==> src/rtl/ahb_mem_pkg.sv <==
// Shared definitions for the AHB-Lite two-bank SRAM subsystem.
// Bus widths, memory map, AHB encodings and the request/response structs.
// Every RTL file refers to these by scoped name.

package ahb_mem_pkg;

  //////////////////////////////////////////////////////////////////////
  // Bus geometry
  //////////////////////////////////////////////////////////////////////

  // Byte address and data widths
  localparam int unsigned ADDR_W = 16;
  localparam int unsigned DATA_W = 32;
  // Byte lanes per data word
  localparam int unsigned BE_W = DATA_W / 8;
  // Address bits that select a lane inside a word
  localparam int unsigned WORD_LSB = $clog2(BE_W);

  //////////////////////////////////////////////////////////////////////
  // Memory map
  //////////////////////////////////////////////////////////////////////

  // 256 words per bank, 1 KiB
  localparam int unsigned BANK_ABITS = 8;
  // First address bit above the bank offset
  localparam int unsigned BANK_LSB = WORD_LSB + BANK_ABITS;
  localparam logic [ADDR_W-1:0] BANK0_BASE = 16'h0000;
  localparam logic [ADDR_W-1:0] BANK1_BASE = 16'h0400;
  // 16'h0800 and up is unmapped, served by the default slave

  //////////////////////////////////////////////////////////////////////
  // AHB-Lite encodings
  //////////////////////////////////////////////////////////////////////

  localparam logic [1:0] HTRANS_IDLE   = 2'b00;
  localparam logic [1:0] HTRANS_BUSY   = 2'b01;
  localparam logic [1:0] HTRANS_NONSEQ = 2'b10;
  localparam logic [1:0] HTRANS_SEQ    = 2'b11;

  localparam logic [2:0] HSIZE_BYTE  = 3'b000;
  localparam logic [2:0] HSIZE_HWORD = 3'b001;
  localparam logic [2:0] HSIZE_WORD  = 3'b010;

  localparam logic HRESP_OKAY  = 1'b0;
  localparam logic HRESP_ERROR = 1'b1;

  // Default slave states, two ERROR cycles after idle
  localparam logic [1:0] DS_IDLE = 2'd0;
  localparam logic [1:0] DS_ERR1 = 2'd1;
  localparam logic [1:0] DS_ERR2 = 2'd2;

  // Master to slave, address phase fields plus data-phase write data
  typedef struct packed {
    logic [ADDR_W-1:0] haddr;
    logic              hwrite;
    logic [2:0]        hsize;
    logic [1:0]        htrans;
    logic [DATA_W-1:0] hwdata;
  } ahb_req_t;

  // Slave to master
  typedef struct packed {
    logic [DATA_W-1:0] hrdata;
    logic              hreadyout;
    logic              hresp;
  } ahb_rsp_t;

endpackage

==> src/rtl/ahb_mem_decoder.sv <==
// Address decoder and response multiplexer for the two SRAM banks.
// Holds a default slave that answers unmapped transfers with the
// two-cycle AHB ERROR response, and feeds the merged HREADY back.

module ahb_mem_decoder (
  input  logic                  HCLK,
  input  logic                  HRESETn,
  input  ahb_mem_pkg::ahb_req_t req,
  input  ahb_mem_pkg::ahb_rsp_t rsp0,
  input  ahb_mem_pkg::ahb_rsp_t rsp1,
  output logic                  hsel0,
  output logic                  hsel1,
  output logic                  hready,
  output ahb_mem_pkg::ahb_rsp_t rsp
);

  // Address decode
  logic hit0;
  logic hit1;
  logic unmapped;
  logic active;
  logic err_start;

  // Data-phase owner, bit 0 bank 0, bit 1 bank 1, zero default slave
  logic [1:0] sel_q;

  // Default slave state
  logic [1:0] ds_state;
  logic [1:0] ds_next;

  // Selected response
  ahb_mem_pkg::ahb_rsp_t rsp_mux;

  //////////////////////////////////////////////////////////////////////
  // Address phase decode
  //////////////////////////////////////////////////////////////////////

  // Compare the bits above the bank offset
  assign hit0 = req.haddr[ahb_mem_pkg::ADDR_W-1:ahb_mem_pkg::BANK_LSB] ==
                ahb_mem_pkg::BANK0_BASE[ahb_mem_pkg::ADDR_W-1:ahb_mem_pkg::BANK_LSB];
  assign hit1 = req.haddr[ahb_mem_pkg::ADDR_W-1:ahb_mem_pkg::BANK_LSB] ==
                ahb_mem_pkg::BANK1_BASE[ahb_mem_pkg::ADDR_W-1:ahb_mem_pkg::BANK_LSB];
  assign unmapped = ~hit0 & ~hit1;

  assign hsel0 = hit0;
  assign hsel1 = hit1;

  // IDLE and BUSY never error
  assign active = (req.htrans != ahb_mem_pkg::HTRANS_IDLE) &&
                  (req.htrans != ahb_mem_pkg::HTRANS_BUSY);
  assign err_start = hready & active & unmapped;

  // Owner of the next data phase, taken at acceptance only
  always_ff @(posedge HCLK or negedge HRESETn) begin
    if (!HRESETn) begin
      sel_q <= 2'b00;
    end else if (hready) begin
      sel_q <= {hit1, hit0};
    end
  end

  //////////////////////////////////////////////////////////////////////
  // Default slave
  //////////////////////////////////////////////////////////////////////

  // ERR1 holds the bus, ERR2 releases it, both report ERROR
  always_comb begin
    ds_next = ds_state;
    case (ds_state)
      ahb_mem_pkg::DS_ERR1: ds_next = ahb_mem_pkg::DS_ERR2;
      // Idle or second error cycle may start another error
      default: ds_next = err_start ? ahb_mem_pkg::DS_ERR1 : ahb_mem_pkg::DS_IDLE;
    endcase
  end

  always_ff @(posedge HCLK or negedge HRESETn) begin
    if (!HRESETn) begin
      ds_state <= ahb_mem_pkg::DS_IDLE;
    end else begin
      ds_state <= ds_next;
    end
  end

  //////////////////////////////////////////////////////////////////////
  // Response multiplexer
  //////////////////////////////////////////////////////////////////////

  always_comb begin
    case (sel_q)
      2'b01: rsp_mux = rsp0;
      2'b10: rsp_mux = rsp1;
      default: begin
        // Default slave returns no data
        rsp_mux.hrdata    = '0;
        rsp_mux.hreadyout = (ds_state != ahb_mem_pkg::DS_ERR1);
        rsp_mux.hresp     = (ds_state == ahb_mem_pkg::DS_IDLE) ?
                            ahb_mem_pkg::HRESP_OKAY : ahb_mem_pkg::HRESP_ERROR;
      end
    endcase
  end

  // Merged HREADY goes back to every slave
  assign rsp    = rsp_mux;
  assign hready = rsp_mux.hreadyout;

endmodule

==> config.mk <==
export PLATFORM = sky130hd
export DESIGN_NAME = ahb_mem_decoder
export DESIGN_NICKNAME = d
export VERILOG_FILES = /design/src/rtl/ahb_mem_pkg.sv /design/src/rtl/ahb_mem_decoder.sv
export SDC_FILE = /design/constraint.sdc
export NUM_CORES = 1
export LEC_CHECK = 0
export BUFFER_PORTS_ARGS = -buffer_cell sky130_fd_sc_hd__buf_2
export CAP_MARGIN = 30
export CORE_ASPECT_RATIO = 2
export CORE_MARGIN = 5
export CORE_UTILIZATION = 22
export DETAILED_ROUTE_END_ITERATION = 16
export GPL_TIMING_DRIVEN = 0
export PLACE_DENSITY_LB_ADDON = 0.2
export REMOVE_ABC_BUFFERS = 1
export SLEW_MARGIN = 20
export SYNTH_ARGS = -nofsm -noshare
export SYNTH_HDL_FRONTEND = slang
export SYNTH_SLANG_ARGS = --single-unit
==> constraint.sdc <==
create_clock -name HCLK -period 2 [get_ports HCLK]
set_input_delay 0.1 -clock HCLK [delete_from_list [all_inputs] [get_ports HCLK]]
set_output_delay 0.1 -clock HCLK [all_outputs]
set_load 0.005 [all_outputs]
==> impl_metrics.toml, run 1 <==
[floorplanning]
num_io_pins = 161
chipWidth_um = 49.0
row_count = 28
core-area_um2 = 2940
initial_core_util = 0.227
die_h_um = 87.9
design.die.area_um2 = 4310

[routing]
wl_per_cell_um = 15.1
postRouteWirelength_um = 3540
drt_iter0_drc = 26
drt-pass1-iter-count = 6
via_count = 1204
postRouteAntennaNets = 0
via_per_inst = 5.12
drcViolationCount = 0

[synth]
ys_top_cells_by_area = "a22oi_1, nor2_1, dfrtp_1, clkbuf_1, ha_1"
netlist_area_um2 = 668
synth_top_area_share = 0.360
ys_types = 18
ys.flop_type = "dfrtp_1"
synth_warnings = 0
async_reset_ff_frac = 1.00
synth_top_area_cell = "a22oi_1"
synth_edf_count = 0
synth.avg_cell_area_um2 = 6.82
synthCells = 98
synth-seq-cells = 4
yosysSeqAreaShare = 0.150

[layout]
layout_common_cells = "buf_2, nor2_1, a22oi_1"
synthToLayoutAreaGrowth_pct = 99.4
final_common_cell = "buf_2"
multiInputGateArea_um2 = 513
final_cells = 235
nets = 333
nFillCells = 314
antenna_cells = 0
regArea_um2 = 100
layout-drive-gt1-share = 0.615

[power_and_ir_drop]
p_total_w = 0.000399
combPwrFrac = 0.354
power_density_nw_per_um2 = 299
ir_drop_v = 0.000330
sw_frac_of_total = 0.254
switchingPower_w = 0.000101
p_int_w = 0.000297
pwr-share-clk = 0.420
p_leak_nw = 0.693
pwr-share-seq = 0.225

[clock_network]
htree_levels = 1
root_buffer = "clkbuf_8"
clkSlewWorstSetupHoldPaths_ns = 0.03
numCtsBuffers = 3
cts.sinks = 4
cts_max_path_buffers = 2
cts_tree = "yes"
clock_latency_ns = 0.21

[placed_design]
globalplace.congestion = 0.728
io_buffers = 113
place_inst = 231
dp_hpwl_um = 2960

[timing]
finalSetupViolations = 0
setup_tns_ns = 0
post-route-period-util = 0.895
fmaxAchievable_mhz = 559
maxSlewViolCount = 0
worst_hold_slack_ns = 0.151
hold_viol_final = 0
relSlewSlack = 0.806
grt_setup_unrepaired = "false"
fin_skew_ns = 0.00245
fin_crit_ns = 1.79
tightest_slew_ns = 0.291

[critical_path]
crit_end = "sel_q[1]$_DFFE_PN0P_"
crit_fanout = 21
rr_endpoint = "sel_q[1]$_DFFE_PN0P_"
reg2regPathDepth = 6
r2r_slack_ns = 0.21
criticalPathCategory = "reg2reg"
required_ns = 2.09
crit_start = "sel_q[1]$_DFFE_PN0P_"
timing.rr.start = "sel_q[1]$_DFFE_PN0P_"
critPathArrivalTime_ns = 1.88
cp-end-kind = "flop"
start_kind = "flop"

[worst_hold_path]
hold_class = "in2reg"
worstHoldStart = "req[33]"

[global_route]
grt_max_degree = 27
grt-ovfl-total = 0
grt_usage = 0.146
antenna_found_initial = 0
grt_pass1_vias = 1142
grt_pass1_wl_um = 5190

[run]
drv_cap = 0

[status]
outcome = "completed"
==> stage by stage <==
stage                util  worst slack (ns)  instance area, µm²
floorplan               -           -0.0801                 612
global placement    0.413            -0.293                1210
detailed placement  0.432           -0.0682                1270
CTS                 0.452            0.0615                1330
global route        0.453             0.111                1330
finish              0.453             0.211                1330
==> worst min-delay path by stage <==
stage,end,slack (ns),depth (start not counted)
floorplan,ds_state[0]$_DFF_PN0_,-0.20,0
global placement,ds_state[0]$_DFF_PN0_,-0.09,1
detailed placement,ds_state[1]$_DFF_PN0_,-0.08,1
CTS,ds_state[0]$_DFF_PN0_,0.16,2
global route,ds_state[0]$_DFF_PN0_,0.15,2
finish,ds_state[0]$_DFF_PN0_,0.15,2
==> cell type report <==
class                           instances  area share
Clock buffer                            3      0.0310
Tap cell                               30      0.0282
Multi-Input combinational cell         79       0.385
Timing Repair Buffer                  117       0.475
Sequential cell                         4      0.0751
Inverter                                2     0.00563
==> worst max-delay path, stage by stage, from the launching register on <==
cell and delay, ns:
dfrtp_1 0.38, inv_1 0.06, ha_2 0.35, buf_8 0.22, a221oi_2 0.10, a21oi_2 0.21, mux2_1 0.35
==> routing by layer <==
metal | vias up | track usage | share of wire | wire length, µm
li1 | 576 | - | - | -
met1 | 530 | 0.166 | 0.35 | 1240
met2 | 92 | 0.250 | 0.49 | 1740
met3 | 6 | 0.0477 | 0.13 | 470
met4 | 0 | 0.0564 | 0.023 | 83
met5 | - | 0 | 0 | 0
==> power groups by stage <==
| stage | clock network (W) | logic [W] | registers [W] |
|---|---|---|---|
| floorplan | 0 | 0.0000375 | 0.0000900 |
| global placement | 0 | 0.000126 | 0.0000902 |
| detailed placement | 0 | 0.000137 | 0.0000907 |
| CTS | 0.000173 | 0.000141 | 0.0000899 |
| global route | 0.000180 | 0.000154 | 0.0000904 |
| finish | 0.000168 | 0.000141 | 0.0000898 |
==> sequential cells by signal, indices dropped and copies added (netlist names) <==
signal    cells
ds_state      2
sel_q         2
==> cells by family (layout without fill, tap and decap cells) <==
kind of cell | count (synthesis) | in the layout | share of synthesized area
AOI/OAI and AO/OA | 36 | 36 | 0.410
adders and majority gates | 2 | 2 | 0.0374
buffers and inverters | 15 | 122 | 0.0955
DFF | 4 | 4 | 0.150
muxes | 2 | 2 | 0.0337
and+or+nand+nor | 39 | 39 | 0.273
==> synthesized netlist by cell type (2+ instances only) <==
library cell / number
nor2_1: 34
clkbuf_1: 8
buf_2: 3
dfrtp_1: 4
ha_1: 2
mux2_1: 2
a22oi_1: 32
inv_1: 2
a21oi_1: 2
==> timing repair <==
item | in CTS | in global routing
gates resized for setup | 2 | 1
setup endpoints to repair | 4 | 2
buffers inserted | 0 | 0
hold endpoints to repair | 4 | 0
pin swaps | 0 | 0
hold buffers | 1 | 0
No activity file was read; power rests on OpenSTA's default activity.
==> run 2: changes to the inputs <==
--- a/config.mk
+++ b/config.mk
@@ -9,7 +9,7 @@
 export CAP_MARGIN = 30
 export CORE_ASPECT_RATIO = 2
 export CORE_MARGIN = 5
-export CORE_UTILIZATION = 22
+export CORE_UTILIZATION = 24
 export DETAILED_ROUTE_END_ITERATION = 16
 export GPL_TIMING_DRIVEN = 0
 export PLACE_DENSITY_LB_ADDON = 0.2
==> constraint.sdc (replaced) <==
create_clock -name HCLK -period 2.1 [get_ports HCLK]
set_input_delay 0.105 -clock HCLK [delete_from_list [all_inputs] [get_ports HCLK]]
set_output_delay 0.105 -clock HCLK [all_outputs]
set_load 0.005 [all_outputs]
==> run 2 against run 1 <==
  * Non-clock buffer count unchanged
  * First-iteration DRC count up 38%
  * Critical endpoint is now rsp[1]
  * Critical path depth down 1
==> impl_metrics.toml, run 2 (same netlist as run 1, synthesis figures left out) <==
[layout]
nFillCells = 272
final_common_cell = "buf_2"
final_cell_area_um2 = 1310
layout-drive-gt1-share = 0.610
antenna_cells = 0
layout_common_cells = "buf_2, nor2_1, a22oi_1"
nets = 333
post-route-util = 0.484
synthToLayoutAreaGrowth_pct = 95.7
top_regs = "ds_state: 2 flops, sel_q: 2 flops"

[critical_path]
timing.rr.start = "sel_q[1]$_DFFE_PN0P_"
critPathArrivalTime_ns = 1.73
cp-end-kind = "primary output"
crit_fanout = 21
required_ns = 2.00
reg2regPathDepth = 5
start_kind = "flop"
crit_start = "sel_q[1]$_DFFE_PN0P_"
criticalPathCategory = "reg2out"

[placed_design]
dp_hpwl_um = 3100
io_buffers = 113
place_area_um2 = 1250
globalplace.congestion = 0.753

[power_and_ir_drop]
p_int_w = 0.000280
power_density_nw_per_um2 = 288
sw_frac_of_total = 0.256
combPwrFrac = 0.342
ir_drop_v = 0.000368
pwr-share-seq = 0.226
pwr-share-clk = 0.431
switchingPower_w = 0.0000966
p_leak_nw = 0.684

[worst_hold_path]
hold_class = "in2reg"
worstHoldStart = "req[33]"
min_delay_path_depth = 2

[clock_network]
numCtsBuffers = 3
htree_levels = 1
root_buffer = "clkbuf_8"
clock_latency_ns = 0.22
cts.sinks = 4
cts_max_path_buffers = 2
cts_tree = "yes"
clkSlewWorstSetupHoldPaths_ns = 0.03

[floorplanning]
design.die.area_um2 = 4000
initial_core_util = 0.247
core-area_um2 = 2700
num_io_pins = 161
chipWidth_um = 47.3
die_h_um = 84.6
row_count = 27

[timing]
post-route-period-util = 0.875
setup_tns_ns = 0
fin_skew_ns = 0.00160
tightest_slew_ns = 0.412
hold_viol_final = 0
maxSlewViolCount = 0
relSlewSlack = 0.726
grt_setup_unrepaired = "false"
fin_crit_ns = 1.84
fmaxAchievable_mhz = 544
finalSetupViolations = 0

[routing]
drt_iter0_drc = 36
drt-pass1-iter-count = 4
postRouteAntennaNets = 0
via_per_inst = 5.13
via_count = 1201
wl_per_cell_um = 15.4
drcViolationCount = 0
postRouteWirelength_um = 3610

[global_route]
grt_max_degree = 26
grt_pass1_wl_um = 4930
grt-ovfl-total = 0
grt_usage = 0.161
antenna_found_initial = 0
grt_pass1_vias = 1081

[status]
outcome = "completed"

[run]
drv_cap = 0
==> run 2: final cells by class <==
class                      instances  area (µm²)  area share
timing repair buffer             117         613       0.469
multi-input combinational         79         509       0.389
sequential                         4         100      0.0766
clock buffer                       3        41.3      0.0316
tap                               29        36.3      0.0278
inverter                           2        7.51     0.00574
==> run 2: path summary, 6_finish.rpt <==
kind / slack, ns / endpoint
max: 0.26 / rsp[1]
min: 0.17 / ds_state[0]$_DFF_PN0_
max reg2reg: 0.29 / sel_q[0]$_DFFE_PN0P_
min reg2reg: 0.46 / ds_state[1]$_DFF_PN0_
max in group asynchronous: 1.77 / ds_state[0]$_DFF_PN0_
min in group asynchronous: 0.21 / sel_q[1]$_DFFE_PN0P_
==> run 2: power by group through the flow <==
| stage | combinational (W) | sequential, W | clock [W] |
|---|---|---|---|
| floorplan | 0.0000357 | 0.0000857 | 0 |
| global placement | 0.000120 | 0.0000860 | 0 |
| detailed placement | 0.000127 | 0.0000863 | 0 |
| CTS | 0.000129 | 0.0000854 | 0.000166 |
| global route | 0.000142 | 0.0000859 | 0.000174 |
| finish | 0.000129 | 0.0000854 | 0.000163 |
==> run 2: what timing repair did <==
item / 4_1_cts / 5_1_grt
resized for setup: 1 / 1
hold buffers: 1 / 0
endpoints found under the hold margin: 4 / 0
setup endpoints to repair: 2 / 11
buffers inserted: 0 / 0
==> run 2: routing by layer <==
layer | global-route usage | share of wire | vias to the layer above | routed length (µm)
met5 | 0 | 0 | - | 0
met4 | 0.0605 | 0.029 | 0 | 104
met3 | 0.0451 | 0.17 | 9 | 616
met2 | 0.282 | 0.47 | 99 | 1690
met1 | 0.168 | 0.33 | 519 | 1200
li1 | - | - | 574 | -
==> run 2: worst max-delay path, stage by stage, from the launching register on <==
cell,delay [ns]
dfrtp_1,0.39
inv_1,0.07
ha_2,0.43
a221oi_2,0.14
a21oi_1,0.31
buf_2,0.18
==> run 2: through the flow <==
stage	worst slack (ns)	power, W	instances	hold slack [ns]
finish	0.263	0.000377	234	0.168
global route	0.109	0.000403	234	0.161
CTS	0.0193	0.000381	234	0.164
detailed placement	0.00797	0.000213	230	-0.0868
global placement	-0.212	0.000206	227	-0.0861
floorplan	0.0199	0.000121	85	-0.191
